$ cat src/hyper_pkg.sv
package hyper_pkg;

  // ----------------------------------------------------------
  // Bus widths and beat counts
  // ----------------------------------------------------------
  localparam int DQ_W            = 8;
  localparam int DWORD_W         = 32;
  localparam int BYTES_PER_DWORD = 4;
  localparam int REG_WR_BYTES    = 2;
  localparam int CA_BYTES        = 6;
  localparam int CA_W            = CA_BYTES * DQ_W;

  // Core cycles held off after reset (tRH)
  localparam int RESET_WAIT      = 30;
  // Read wait reload, the real end comes from RWDS strobing
  localparam int READ_WAIT_MAX   = 63;
  localparam int LAT_W           = 6;
  localparam int NUM_DWORDS_W    = 6;

  // Counter widths
  localparam int RST_CNT_W       = $clog2(RESET_WAIT + 1);
  localparam int CA_CNT_W        = $clog2(CA_BYTES + 1);
  localparam int DATA_CNT_W      = $clog2(BYTES_PER_DWORD + 1);

  // ----------------------------------------------------------
  // Host address, one word seen two ways
  // ----------------------------------------------------------
  // Memory space: byte address of a dword, A31 unused
  typedef struct packed {
    logic        rsvd;
    logic [28:0] row;
    logic [1:0]  col;
  } mem_addr_t;

  // Register space: 16-bit register index, e.g. 0x800 is CR0
  typedef struct packed {
    logic [28:0] row;
    logic [2:0]  col;
  } reg_addr_t;

  typedef union packed {
    mem_addr_t mem_view;
    reg_addr_t reg_view;
  } host_addr_u;

  // ----------------------------------------------------------
  // Core side
  // ----------------------------------------------------------
  typedef struct packed {
    logic                       rd;
    logic                       wr;
    logic                       reg_space;
    logic [BYTES_PER_DWORD-1:0] byte_en;
    logic [NUM_DWORDS_W-1:0]    num_dwords;
    host_addr_u                 addr;
    logic [DWORD_W-1:0]         wr_d;
  } host_req_t;

  typedef struct packed {
    logic               rdy;
    logic [DWORD_W-1:0] data;
  } rd_resp_t;

  // ----------------------------------------------------------
  // DRAM pin side
  // ----------------------------------------------------------
  typedef struct packed {
    logic [DQ_W-1:0] dq;
    logic            dq_oe_l;
    logic            rwds;
    logic            rwds_oe_l;
    logic            ck;
    logic            cs_l;
  } dram_out_t;

  typedef struct packed {
    logic [DQ_W-1:0] dq;
    logic            rwds;
  } dram_in_t;

  // Sequencer to pad stage, one cycle ahead of the pins
  typedef struct packed {
    logic [DQ_W-1:0] dq_byte;
    logic            mask;      // byte write enable, RWDS carries its inverse
    logic            dq_oe_l;
    logic            rwds_oe_l;
    logic            ck_phase;
    logic            cs;
  } seq_drive_t;

endpackage

$ cat src/hyper_cmd_seq.sv
`timescale 1ns/100ps

module hyper_cmd_seq import hyper_pkg::*; (
  input  logic       clk,
  input  logic       reset,
  input  host_req_t  req,
  input  logic [7:0] latency_1x,
  input  logic [7:0] latency_2x,
  input  logic       rwds_q,
  input  logic       dword_done,
  output logic       busy,
  output logic       run_rd,
  output seq_drive_t drive
);

  // Latched transaction
  logic                       rw_bit;
  logic                       reg_bit;
  logic [CA_W-1:0]            ca_word;
  logic [CA_W-1:0]            addr_sr;
  logic [DWORD_W-1:0]         data_sr;
  logic [BYTES_PER_DWORD-1:0] be_sr;
  logic [NUM_DWORDS_W-1:0]    dwords_cnt;

  // Sequencing state
  logic                       accept;
  logic                       go;
  logic                       run;
  logic [1:0]                 run_sr;
  logic [1:0]                 ck_phs;
  logic [RST_CNT_W-1:0]       rst_cnt;
  logic [CA_CNT_W-1:0]        addr_cnt;
  logic [LAT_W-1:0]           wait_cnt;
  logic [DATA_CNT_W-1:0]      data_cnt;
  logic [LAT_W-1:0]           lat_sel;
  logic                       addr_beat;
  logic                       wait_beat;
  logic                       data_beat;

  // Registered pin drive
  logic [DQ_W-1:0]            sr_data;
  logic                       byte_wr_en;
  logic                       dq_oe_l;
  logic                       rwds_oe_l;
  logic                       cs_loc;

  // ----------------------------------------------------------
  // Command-address word
  // ----------------------------------------------------------
  // 47 R/W#, 46 address space, 45 linear burst, 15:3 reserved
  always_comb begin
    ca_word     = '0;
    ca_word[47] = req.rd;
    ca_word[46] = req.reg_space;
    ca_word[45] = 1'b1;
    if (req.reg_space) begin
      ca_word[44:16] = req.addr.reg_view.row;
      ca_word[2:0]   = req.addr.reg_view.col;
    end else begin
      // Always a dword, so half-word column LSB is zero
      ca_word[44:16] = req.addr.mem_view.row;
      ca_word[2:0]   = {req.addr.mem_view.col, 1'b0};
    end
  end

  assign accept = !busy && (req.rd || req.wr);

  // One beat per DRAM clock edge, every other core cycle
  assign addr_beat = ck_phs[0] && (addr_cnt != '0);
  assign wait_beat = ck_phs[0] && (addr_cnt == '0) && (wait_cnt != '0);
  assign data_beat = ck_phs[0] && (addr_cnt == '0) && (wait_cnt == '0) && (data_cnt != '0);

  // RWDS high during CA means the device wants 2x latency
  assign lat_sel = rwds_q ? latency_2x[LAT_W-1:0] : latency_1x[LAT_W-1:0];

  // ----------------------------------------------------------
  // Shift registers for CA, write data and byte enables
  // ----------------------------------------------------------
  always_ff @(posedge clk) begin
    if (accept) begin
      rw_bit     <= req.rd;
      reg_bit    <= req.reg_space;
      addr_sr    <= ca_word;
      data_sr    <= req.wr_d;
      be_sr      <= req.byte_en;
      dwords_cnt <= req.num_dwords;
    end else begin
      if (addr_beat) begin
        sr_data <= addr_sr[CA_W-1 -: DQ_W];
        addr_sr <= {addr_sr[CA_W-DQ_W-1:0], {DQ_W{1'b0}}};
      end
      // MSB first, register writes only use the top two bytes
      if (data_beat) begin
        sr_data <= data_sr[DWORD_W-1 -: DQ_W];
        data_sr <= {data_sr[DWORD_W-DQ_W-1:0], {DQ_W{1'b0}}};
        be_sr   <= {be_sr[BYTES_PER_DWORD-2:0], 1'b0};
      end
      if (dword_done) begin
        dwords_cnt <= dwords_cnt - 1'b1;
      end
    end
  end

  // ----------------------------------------------------------
  // Control FSM: reset wait, CA, latency, data, CS release
  // ----------------------------------------------------------
  always_ff @(posedge clk) begin
    if (reset) begin
      busy       <= 1'b0;
      go         <= 1'b0;
      run        <= 1'b0;
      run_rd     <= 1'b0;
      run_sr     <= 2'b00;
      ck_phs     <= 2'd0;
      rst_cnt    <= RST_CNT_W'(RESET_WAIT);
      addr_cnt   <= '0;
      wait_cnt   <= '0;
      data_cnt   <= '0;
      byte_wr_en <= 1'b0;
      dq_oe_l    <= 1'b1;
      rwds_oe_l  <= 1'b1;
      cs_loc     <= 1'b0;
    end else begin
      busy   <= go | run | cs_loc;
      run_sr <= {run_sr[0], run};
      ck_phs <= run ? ck_phs + 2'd1 : 2'd0;
      if (rst_cnt != '0) begin
        rst_cnt <= rst_cnt - 1'b1;
      end
      if (accept) begin
        go   <= 1'b1;
        busy <= 1'b1;
      end

      // CA beats, DQ out and RWDS in
      if (addr_beat) begin
        dq_oe_l   <= 1'b0;
        rwds_oe_l <= 1'b1;
        addr_cnt  <= addr_cnt - 1'b1;
        if (addr_cnt == CA_CNT_W'(1)) begin
          if (rw_bit) begin
            wait_cnt <= LAT_W'(READ_WAIT_MAX);
            run_rd   <= 1'b1;
          end else if (reg_bit) begin
            // Register writes have zero latency
            data_cnt <= DATA_CNT_W'(REG_WR_BYTES);
          end else begin
            wait_cnt <= lat_sel;
          end
        end
      end

      if (wait_beat) begin
        wait_cnt   <= wait_cnt - 1'b1;
        byte_wr_en <= 1'b0;
        if (wait_cnt == LAT_W'(1)) begin
          data_cnt <= DATA_CNT_W'(BYTES_PER_DWORD);
        end
      end

      if (data_beat) begin
        data_cnt   <= data_cnt - 1'b1;
        byte_wr_en <= be_sr[BYTES_PER_DWORD-1];
        if (data_cnt == DATA_CNT_W'(1)) begin
          run    <= 1'b0;
          run_rd <= 1'b0;
        end
      end

      // Reads let go of both, register writes leave RWDS alone
      if (wait_beat || data_beat) begin
        dq_oe_l   <= rw_bit;
        rwds_oe_l <= rw_bit | reg_bit;
      end

      // Each captured dword rearms the read timeout
      if (dword_done) begin
        if (dwords_cnt > NUM_DWORDS_W'(1)) begin
          wait_cnt <= LAT_W'(READ_WAIT_MAX);
        end else begin
          run      <= 1'b0;
          run_rd   <= 1'b0;
          wait_cnt <= '0;
        end
      end

      // Kick off once the power-on wait has expired
      if (go && (rst_cnt == '0)) begin
        go        <= 1'b0;
        run       <= 1'b1;
        addr_cnt  <= CA_CNT_W'(CA_BYTES);
        wait_cnt  <= '0;
        data_cnt  <= '0;
        dq_oe_l   <= 1'b1;
        rwds_oe_l <= 1'b1;
      end

      // CS trails run by two cycles so the last edge lands
      if (run) begin
        cs_loc <= 1'b1;
      end else if (run_sr == 2'b00) begin
        cs_loc    <= 1'b0;
        dq_oe_l   <= 1'b1;
        rwds_oe_l <= 1'b1;
      end
    end
  end

  assign drive.dq_byte   = sr_data;
  assign drive.mask      = byte_wr_en;
  assign drive.dq_oe_l   = dq_oe_l;
  assign drive.rwds_oe_l = rwds_oe_l;
  assign drive.ck_phase  = ck_phs[1];
  assign drive.cs        = cs_loc;

  // Host side strobes
  a_rd_wr_excl: assert property (@(posedge clk) disable iff (reset)
    !(req.rd && req.wr));
  a_no_req_busy: assert property (@(posedge clk) disable iff (reset)
    busy |-> !(req.rd || req.wr));

endmodule

$ cat src/hyper_rd_capture.sv
`timescale 1ns/100ps

module hyper_rd_capture import hyper_pkg::*; (
  input  logic            clk,
  input  logic            reset,
  input  logic            run_rd,
  input  logic            rwds_q,
  input  logic [DQ_W-1:0] dq_q,
  output logic            dword_done,
  output rd_resp_t        resp
);

  logic                       rwds_p1;
  logic                       hunt;
  logic                       gap;
  logic                       sample_now;
  logic [1:0]                 byte_cnt;
  logic [DWORD_W-DQ_W-1:0]    rd_sr;
  logic                       done_q;
  logic [DWORD_W-1:0]         data_q;

  // ----------------------------------------------------------
  // RWDS edge hunt, two samples per rising edge
  // ----------------------------------------------------------
  // Rise marks the first byte, falling half lands two cycles on
  always_ff @(posedge clk) begin
    rwds_p1 <= rwds_q;
    if (reset) begin
      hunt       <= 1'b1;
      gap        <= 1'b0;
      sample_now <= 1'b0;
      byte_cnt   <= 2'd0;
      done_q     <= 1'b0;
    end else begin
      sample_now <= 1'b0;
      done_q     <= 1'b0;
      if (!run_rd) begin
        hunt     <= 1'b1;
        gap      <= 1'b0;
        byte_cnt <= 2'd0;
      end else if (hunt) begin
        if (rwds_q && !rwds_p1) begin
          hunt       <= 1'b0;
          sample_now <= 1'b1;
        end
      end else begin
        gap <= ~gap;
        if (gap) begin
          hunt       <= 1'b1;
          sample_now <= 1'b1;
        end
      end

      // Four bytes make a dword
      if (sample_now && run_rd) begin
        byte_cnt <= byte_cnt + 2'd1;
        if (byte_cnt == 2'(BYTES_PER_DWORD - 1)) begin
          done_q <= 1'b1;
        end
      end
    end
  end

  // First byte ends up in the top lane
  always_ff @(posedge clk) begin
    if (sample_now && run_rd) begin
      rd_sr  <= {rd_sr[DWORD_W-2*DQ_W-1:0], dq_q};
      data_q <= {rd_sr, dq_q};
    end
  end

  assign dword_done = done_q;
  assign resp.rdy   = done_q;
  assign resp.data  = data_q;

  // Sequencer still holds run_rd when the dword lands
  a_done_in_read: assert property (@(posedge clk) disable iff (reset)
    dword_done |-> run_rd);

endmodule

$ cat src/hyper_pad_stage.sv
`timescale 1ns/100ps

module hyper_pad_stage import hyper_pkg::*; (
  input  logic            clk,
  input  logic            reset,
  input  seq_drive_t      drive,
  input  dram_in_t        pins_in,
  output dram_out_t       pins_out,
  output logic            rwds_q,
  output logic [DQ_W-1:0] dq_q
);

  // Extra stage on the clock gives the 90 degree offset to DQ
  logic ck_loc;

  // ----------------------------------------------------------
  // IO flops
  // ----------------------------------------------------------
  always_ff @(posedge clk) begin
    pins_out.dq   <= drive.dq_byte;
    // RWDS is a mask on writes, high means skip the byte
    pins_out.rwds <= ~drive.mask;
    rwds_q        <= pins_in.rwds;
    dq_q          <= pins_in.dq;
    if (reset) begin
      ck_loc             <= 1'b0;
      pins_out.ck        <= 1'b0;
      pins_out.dq_oe_l   <= 1'b1;
      pins_out.rwds_oe_l <= 1'b1;
      pins_out.cs_l      <= 1'b1;
    end else begin
      ck_loc             <= drive.ck_phase;
      pins_out.ck        <= ck_loc;
      pins_out.dq_oe_l   <= drive.dq_oe_l;
      pins_out.rwds_oe_l <= drive.rwds_oe_l;
      pins_out.cs_l      <= ~drive.cs;
    end
  end

  // No DQ drive outside a chip select window
  a_dq_in_cs: assert property (@(posedge clk) disable iff (reset)
    pins_out.cs_l |-> pins_out.dq_oe_l);

endmodule

$ cat src/hyper_xface.sv
`timescale 1ns/100ps

module hyper_xface import hyper_pkg::*; (
  input  logic       clk,
  input  logic       reset,
  input  host_req_t  req,
  input  logic [7:0] latency_1x,
  input  logic [7:0] latency_2x,
  output rd_resp_t   resp,
  output logic       busy,
  input  dram_in_t   pins_in,
  output dram_out_t  pins_out,
  output logic       dram_rst_l
);

  // Between sequencer, capture and pads
  seq_drive_t      drive;
  logic            run_rd;
  logic            dword_done;
  logic            rwds_q;
  logic [DQ_W-1:0] dq_q;

  // DRAM held in reset with the core
  assign dram_rst_l = ~reset;

  hyper_cmd_seq i_hyper_cmd_seq (
    .clk        (clk),
    .reset      (reset),
    .req        (req),
    .latency_1x (latency_1x),
    .latency_2x (latency_2x),
    .rwds_q     (rwds_q),
    .dword_done (dword_done),
    .busy       (busy),
    .run_rd     (run_rd),
    .drive      (drive)
  );

  hyper_rd_capture i_hyper_rd_capture (
    .clk        (clk),
    .reset      (reset),
    .run_rd     (run_rd),
    .rwds_q     (rwds_q),
    .dq_q       (dq_q),
    .dword_done (dword_done),
    .resp       (resp)
  );

  hyper_pad_stage i_hyper_pad_stage (
    .clk      (clk),
    .reset    (reset),
    .drive    (drive),
    .pins_in  (pins_in),
    .pins_out (pins_out),
    .rwds_q   (rwds_q),
    .dq_q     (dq_q)
  );

endmodule

$ cat config.mk
export PLATFORM = sky130hd
export DESIGN_NAME = hyper_xface
export DESIGN_NICKNAME = d
export VERILOG_FILES = /design/src/hyper_pkg.sv /design/src/hyper_cmd_seq.sv /design/src/hyper_rd_capture.sv /design/src/hyper_pad_stage.sv /design/src/hyper_xface.sv
export SDC_FILE = /design/constraint.sdc
export NUM_CORES = 1
export LEC_CHECK = 0
export ABC_CLOCK_PERIOD_IN_PS = 3200
export BUFFER_PORTS_ARGS = -buffer_cell sky130_fd_sc_hd__buf_2
export CAP_MARGIN = 25
export CORE_MARGIN = 4
export CORE_UTILIZATION = 33
export DETAILED_ROUTE_END_ITERATION = 12
export REMOVE_ABC_BUFFERS = 1
export SLEW_MARGIN = 20
export SYNTH_ARGS = -nofsm -noshare
export SYNTH_HDL_FRONTEND = slang
export SYNTH_HIERARCHICAL = 1
export SYNTH_SLANG_ARGS = --single-unit
$ cat constraint.sdc
create_clock -name clk -period 3.2 [get_ports clk]
set_input_delay 0.16 -clock clk [delete_from_list [all_inputs] [get_ports clk]]
set_output_delay 0.16 -clock clk [all_outputs]
set_load 0.1 [all_outputs]
# Word level (Yosys, flattened, before mapping)
# Cells that the tools add are included.
word_totals:
  reg_bits: 205
  input_bits: 104
  out_inout_bits: 48
  word_cells: 165
op_classes:
  addsub: 7
  order_cmp: 1
  n_eq_ne: 6
  mux: 64
  n_bitwise: 11
  n_reduce_logical: 36
ops:
  columns: ["op", "count"]
  rows:
  - ["48-bit 2-to-1 mux", 2]
  - ["32-bit 2-to-1 mux", 2]
  - ["6-bit 2-to-1 mux", 10]
  - ["1-bit 2-to-1 mux", 33]
  - ["3-bit 2-to-1 mux", 10]
  - ["29-bit 2-to-1 mux", 1]
  - ["8-bit 2-to-1 mux", 2]
  - ["2-bit nonzero test", 7]
  - ["3-bit nonzero test", 4]
  - ["6-bit by 1-bit subtractor with 6-bit output (second input constant)", 2]
  - ["1-bit logical AND", 9]
  - ["4-bit 2-to-1 mux", 2]
  - ["1-bit inverter", 8]
  - ["2-bit OR reduction", 4]
  - ["3-bit by 1-bit equality test with 1-bit output (second input constant)", 2]
  - ["6-bit by 1-bit equality test with 1-bit output (second input constant)", 1]
  - ["6-bit by 1-bit > comparator with 1-bit output (second input constant)", 1]
  - ["6-bit logical NOT", 1]
  - ["6-bit nonzero test", 1]
  - ["3-bit by 1-bit subtractor with 3-bit output (second input constant)", 2]
  - ["5-bit logical NOT", 1]
  - ["5-bit nonzero test", 1]
  - ["5-bit by 1-bit subtractor with 5-bit output (second input constant)", 1]
  - ["2-bit by 1-bit adder with 2-bit output (second input constant)", 2]
  - ["other kinds (11)", 16]

# Longest topological paths before layout
# Gate-level depths: netlist (run 1).
depth:
  ltp_word: 9
  ltp_mapped: 9
  mapped_depth_nobuf: 6

# Modules after synthesis
# The synthesis (run 1) kept the hierarchy.
modules_own_cells:
  columns: ["module", "instances", "cells_each", "area_per_inst_um2", "seq_area_each_um2"]
  rows:
  - ["hyper_cmd_seq", 1, 496, 5656.7, 3243.1]
  - ["hyper_rd_capture", 1, 55, 1226.2, 1101.1]
  - ["hyper_pad_stage", 1, 29, 495.5, 460.4]
  - ["hyper_xface", 1, 1, 3.8, 0.0]

# Least setup slack after synthesis (run 1)
# No wires, ideal clock.
synth_timing:
  path_type: "register -> register"
  from: "register i_hyper_cmd_seq.busy"
  to: "register i_hyper_cmd_seq.be_sr[0], enable pin"
  setup_ns: 0.504
  arrival_ns: 2.509
  required_time_ns: 2.696
  path_slack_ns: 0.187
  stages_incl_launch_ff: 6
  n_path_buf: 2
  synth_period_minus_slack_ns: 3.013
  path_cell_list: "dfxtp_1 inv_1 o21ai_1 clkbuf_1 buf_1 nand2_1"
synth_between:
  elab_chain_cells: 3
synth_lines:
  columns: ["element", "line", "rtl"]
  rows:
  - ["start, declared", "hyper_cmd_seq.sv:11", "output logic busy,"]
  - ["start signal, assigned", "hyper_cmd_seq.sv:124", "busy <= go | run | cs_loc;"]
  - ["1-bit logical NOT", "hyper_cmd_seq.sv:66", "assign accept = !busy && (req.rd || req.wr);"]
  - ["1-bit logical AND", "hyper_cmd_seq.sv:66", null]
  - ["2-bit nonzero test (no source line)", null, null]
  - ["end signal, assigned", "hyper_cmd_seq.sv:85", "be_sr <= req.byte_en;"]
  - ["end signal, assigned", "hyper_cmd_seq.sv:96", "be_sr <= {be_sr[BYTES_PER_DWORD-2:0], 1'b0};"]
  - ["end, declared", "hyper_cmd_seq.sv:22", "logic [BYTES_PER_DWORD-1:0] be_sr;"]
# Every way passes these cells.
# A chain may end at the register's enable or synchronous reset.

# Final worst setup path (run 1)
layout_timing:
  from: "register i_hyper_cmd_seq.wait_cnt[2]"
  to: "register i_hyper_cmd_seq.be_sr[0], enable pin"
layout_between:
  elab_chain_cells: 4
layout_lines:
  columns: ["element", "line", "rtl"]
  rows:
  - ["start, declared", "hyper_cmd_seq.sv:33", "logic [LAT_W-1:0] wait_cnt;"]
  - ["start signal, assigned", "hyper_cmd_seq.sv:142", "wait_cnt <= LAT_W'(READ_WAIT_MAX);"]
  - ["start signal, assigned", "hyper_cmd_seq.sv:148", "wait_cnt <= lat_sel;"]
  - ["start signal, assigned", "hyper_cmd_seq.sv:154", "wait_cnt <= wait_cnt - 1'b1;"]
  - ["6-bit logical NOT", "hyper_cmd_seq.sv:71", "assign data_beat = ck_phs[0] && (addr_cnt == '0) && (wait_cnt == '0) && (data_cnt != '0);"]
  - ["1-bit logical AND (2 in series)", "hyper_cmd_seq.sv:71", null]
  - ["2-bit nonzero test (no source line)", null, null]
# Every way passes these cells.

==> run summary, run 1 <==
Initial antenna violation count: 1
Register area share after synthesis: 65.08%
Die Wd: 157.6 microns
Worst IR Drop VDD: 312.5 uV
# diodes: 0
Num CTS Buffers: 17
Register area: 4805 sq um
Nets@finish: 872
CTS tree: built
Area after DPL: 8379 sq um
Worst-case clock skew: 12.32 ps
Worst-path fanout max: 32
Clock period minus final worst setup slack: 2512 ps
F_max: 398.1 MHz
Clock latency at the later pin of the worst-skew pair: 430 ps
Synth Instances: 581
Status: finished clean
Synth area leader: edfxtp_1
Post-DP HPWL: 10560 microns
CORE AREA: 21890 sq um
Antenna Violating Nets Remaining: 0
Cell Pwr Density: 565.6 nW/um^2
Drt first pass iters: 5
Setup TNS: 0 ps
Total track usage: 12.42%
Vias per inst: 4.650
Critical Path AT: 2630 ps
Placer Congestion: 0.7984
Synth top area cells: edfxtp_1, dfxtp_1, mux2i_1
Number of max-cap violations: 0
Clock Path Buffers: 2
Synth top area share: 48.00%
Post-Syn Area: 7382 sq um
Largest net degree at the start of global routing: 55
Count of hold buffers inserted by post-cts repair: 34
Data required time of the critical path: 3320 ps
Num Clock Sinks: 181
Hold Vio Cnt, Final: 0
Final critical-path share of the clock period: 78.50%
Initial detailed-routing violation count: 255
Crit end category: flip-flop
Via count: 4873
GR Overflow Total: 0
Fillers: 2062
Setup CP Type: flip-flop to flip-flop
H-tree depth: 4
Total routed wirelength: 15390 microns
Input/output buffers: 147
Crit start category: flip-flop
Final Cell Area: 9325 sq um
Post-CTS Resized: 0
RSZ-0062 raised after global routing: false
Yosys cell types: 63
Die height: 157.6 microns
Root Buffer: clkbuf_16
Global-route wire length before repair: 24230 microns
Synthesized area per cell: 12.71 sq um
Worst-margin pin slew: 990.7 ps
Clock-pin slew of the registers on the worst-case setup and hold paths: 70 ps
Max Slew Vio Count: 0
LEAKAGE: 0.003851 uW
Synth warnings: 6
Slew headroom: 33.96%
Hold Path Class: input port to flip-flop
Final setup fails: 0
Postcts setup bufs: 0
FP Rows: 54
Wire length per cell: 14.69 microns
Vias in the first global route: 4699
Layout cell share with drive strength beyond 1: 27.34%
Drc violations: 0
Initial core utilization: 33.72%
Ys flop type: edfxtp_1
Area grow syn2layout: 26.32%
Die area: 24830 sq um
Seq cells post-synth: 181
Post-synth EDFFs: 118
IO Pins: 152
Ys async rst share: 0%
Multi-input logic area: 2337 sq um
-- flip-flops by register name, indices dropped and copies added, names as in the netlist, 8 cells and up --
register / flops
i_hyper_cmd_seq/addr_sr: 38
i_hyper_cmd_seq/data_sr: 32
i_hyper_rd_capture/rd_sr: 23
i_hyper_pad_stage/pins_out: 13
i_hyper_rd_capture/data_q: 9
i_hyper_cmd_seq/sr_data: 8
i_hyper_pad_stage/dq_q: 8
-- worst max-delay path: stages, from the launching register on --
cell and delay (ps):
dfxtp_1 380, or4_4 600, or4_4 680, nand2_1 290
buf_12 250
-- cell type report --
cell class,count,area share (%)
flip-flops and latches,181,51.52
inverters,23,0.9258
multi-input cells,344,25.06
repair buffers,188,12.24
clock buffers,18,4.602
clock inverters,14,1.892
well taps,280,3.757
-- cell families (layout without fill, tap and decap cells) --
family / count (synthesis) / in the layout / share of synthesized area [%]
compound gates: 86 / 86 / 8.831
xor+xnor: 13 / 13 / 1.542
fa+ha+maj: 13 / 13 / 2.203
buf+inv: 56 / 243 / 3.407
mux: 52 / 52 / 7.407
simple gates: 180 / 180 / 11.53
flops: 181 / 181 / 65.08
-- cells in the mapped netlist, drive strengths merged (11+ instances only) --
master   count
o2bb2ai     24
clkbuf      23
o21ai       11
nor2        27
mux2i       40
mux2        12
nand2       98
ha          13
dfxtp       63
inv         23
a21oi       14
and2        13
edfxtp     118
-- report_power, final --
part	switching, uW	internal [uW]
Combinational	239	187
Sequential	49.9	2650
Clock	951	1190
Total	1240	4040
-- metrics by stage --
step                      hold slack (ps)  power (uW)  std cells  utilization (%)  worst slack, ps
final                               24.02        5275       1048            42.60            688.0
after global routing                19.01        5505       1048            42.60            611.9
after CTS                          0.2475        5348       1048            42.60            697.0
after detailed placement            264.3        3152        982            38.28            717.3
after global placement              263.5        3145        982            38.28            733.3
after floorplan                     187.7        2978        548                -            -1921
-- worst paths after layout --
| check | start | endpoint | slack (ps) | cells past startpoint |
|---|---|---|---|---|
| setup / recovery | i_hyper_cmd_seq/wait_cnt[2] | i_hyper_cmd_seq/be_sr[0] | 690 | 4 |
| hold / removal | req[24] | i_hyper_cmd_seq/data_sr[24] | 20 | 3 |
| setup reg to reg | i_hyper_cmd_seq/wait_cnt[2] | i_hyper_cmd_seq/be_sr[0] | 690 | 4 |
| hold reg to reg | i_hyper_cmd_seq/sr_data[4] | i_hyper_pad_stage/pins_out[9] | 340 | 0 |
-- cell usage in the layout (no fill, tap or decap), types with 4 or more instances in the layout --
cell type      instances
dlygate4sd3_1         34
inv_6                  5
nand2_1               98
o21ai_0               10
inv_1                 22
ha_1                  13
buf_4                  6
a21oi_1               14
nor3_1                 6
mux2_2                 9
inv_8                  6
nor2b_1                8
o221a_2                5
mux2i_1               40
o2bb2ai_1             24
clkbuf_16             17
edfxtp_1             118
nand2b_1               4
nor2_1                27
buf_2                147
and2_1                12
xnor2_1               10
dfxtp_1               63
-- metal layers --
metal	vias to the layer above	part of all wire (%)	GRT usage, %
met4	2	1.1	4.179
li1	2446	-	-
met1	2248	46	16.74
met5	-	0.084	0
met3	14	7.2	3.519
met2	163	45	19.36
(Power assumes the default switching activity.)
==> inputs of run 2 (changes only) <==
Settings changed: ABC_CLOCK_PERIOD_IN_PS 3200 to 2210.
Clock period 3.2 ns to 2.21 ns, I/O delays scaled along.
==> run summary, run 2 (same netlist as run 1, synthesis figures left out) <==
Num Clock Sinks: 181
Vias per inst: 4.581
Input/output buffers: 147
Fillers: 2048
Setup TNS: 0 ps
Num CTS Buffers: 17
Final critical-path share of the clock period: 97.48%
Die height: 157.6 microns
Worst IR Drop VDD: 467.4 uV
Cell Pwr Density: 773.8 nW/um^2
Drt first pass iters: 4
Final setup fails: 0
Clock period minus final worst setup slack: 2154 ps
Crit start category: flip-flop
Worst-margin pin slew: 519.6 ps
Hold WS: 19.44 ps
Post-DP HPWL: 10710 microns
Commonest non-fill, non-tap cell in the layout: buf_2
Layout cell share with drive strength beyond 1: 28.32%
Placed insts: 1001
Post-CTS Resized: 0
Count of hold buffers inserted by post-cts repair: 52
Initial core utilization: 33.72%
Hold Path Depth: 3
Drc violations: 0
Die area: 24830 sq um
Largest net degree at the start of global routing: 42
Setup CP Type: flip-flop to flip-flop
Worst-path fanout max: 6
Clock-pin slew of the registers on the worst-case setup and hold paths: 80 ps
Vias in the first global route: 4793
Number of max-cap violations: 0
RSZ-0062 raised after global routing: false
Register area: 4805 sq um
Regs by FF count: i_hyper_cmd_seq/addr_sr: 38 flops, i_hyper_cmd_seq/data_sr: 32 flops, i_hyper_rd_capture/rd_sr: 23 flops
Post-Layout Cell Count: 1085
GR Overflow Total: 0
Via count: 4970
Max Slew Vio Count: 0
Reg2Reg Depth: 4
LEAKAGE: 0.004016 uW
Clock latency at the later pin of the worst-skew pair: 420 ps
Slew headroom: 65.20%
Critical Path AT: 2320 ps
# diodes: 0
FP Rows: 54
Total routed wirelength: 15500 microns
Wire length per cell: 14.29 microns
Global-route wire length before repair: 24390 microns
Root Buffer: clkbuf_16
Data required time of the critical path: 2380 ps
Final core occ: 44.16%
Biggest register: i_hyper_cmd_seq/addr_sr
F_max: 464.2 MHz
Status: finished clean
Hold Path Class: input port to flip-flop
Nets@finish: 909
Antenna Violating Nets Remaining: 0
CTS tree: built
Postcts setup bufs: 0
IO Pins: 152
Clock Path Buffers: 2
Final Cell Area: 9667 sq um
Number of flip-flops in the largest register: 38
Initial detailed-routing violation count: 184
Hold Vio Cnt, Final: 0
Area after DPL: 8572 sq um
Placer Congestion: 0.8566
Most frequent cells in the layout: buf_2, edfxtp_1, nand2_1, dfxtp_1, dlygate4sd3_1
Crit end category: flip-flop
Initial antenna violation count: 2
Total track usage: 12.52%
Area grow syn2layout: 30.95%
Multi-input logic area: 2337 sq um
H-tree depth: 4
Worst-case clock skew: 8.057 ps
CORE AREA: 21890 sq um
Die Wd: 157.6 microns
run 2: path summary, 6_finish.rpt:
path	from	endpoint	slack, ps
max	i_hyper_cmd_seq/wait_cnt[2]	i_hyper_cmd_seq/sr_data[4]	60
min	req[37]	i_hyper_cmd_seq/addr_sr[19]	20
max reg2reg	i_hyper_cmd_seq/wait_cnt[2]	i_hyper_cmd_seq/sr_data[4]	60
min reg2reg	i_hyper_cmd_seq/sr_data[1]	i_hyper_pad_stage/pins_out[6]	340
run 2: worst max-delay path, stage by stage, from the launching register on:
cell	delay (ps)
dfxtp_1	310
or4_4	540
or4_4	580
buf_4	180
mux2_4	280
run 2: layout make-up:
type / instances / area share (%)
flip-flops and latches: 181 / 49.70
inverters: 23 / 0.8931
multi-input cells: 344 / 24.18
well taps: 280 / 3.624
repair buffers: 225 / 15.66
clock buffers: 19 / 4.582
clock inverters: 13 / 1.359
run 2: routing by layer:
| metal | share of wire [%] | track usage (%) | up-vias |
|---|---|---|---|
| met3 | 7.8 | 3.877 | 17 |
| met5 | 0.14 | 0 | - |
| met2 | 44 | 19.42 | 163 |
| met4 | 1.3 | 3.646 | 4 |
| met1 | 46 | 16.97 | 2270 |
| li1 | - | - | 2516 |
run 2: report_power, final:
group / switching, uW / internal [uW]
registers: 72.5 / 3840
clock network: 1370 / 1540
logic: 349 / 307
run 2: through the flow:
step / setup slack, ps / power, uW
3_5_place_dp: 68.39 / 4580
5_1_grt: 7.917 / 7807
2_1_floorplan: -2911 / 4311
6_report: 55.74 / 7480
3_3_place_gp: 56.24 / 4574
4_1_cts: 58.22 / 7577
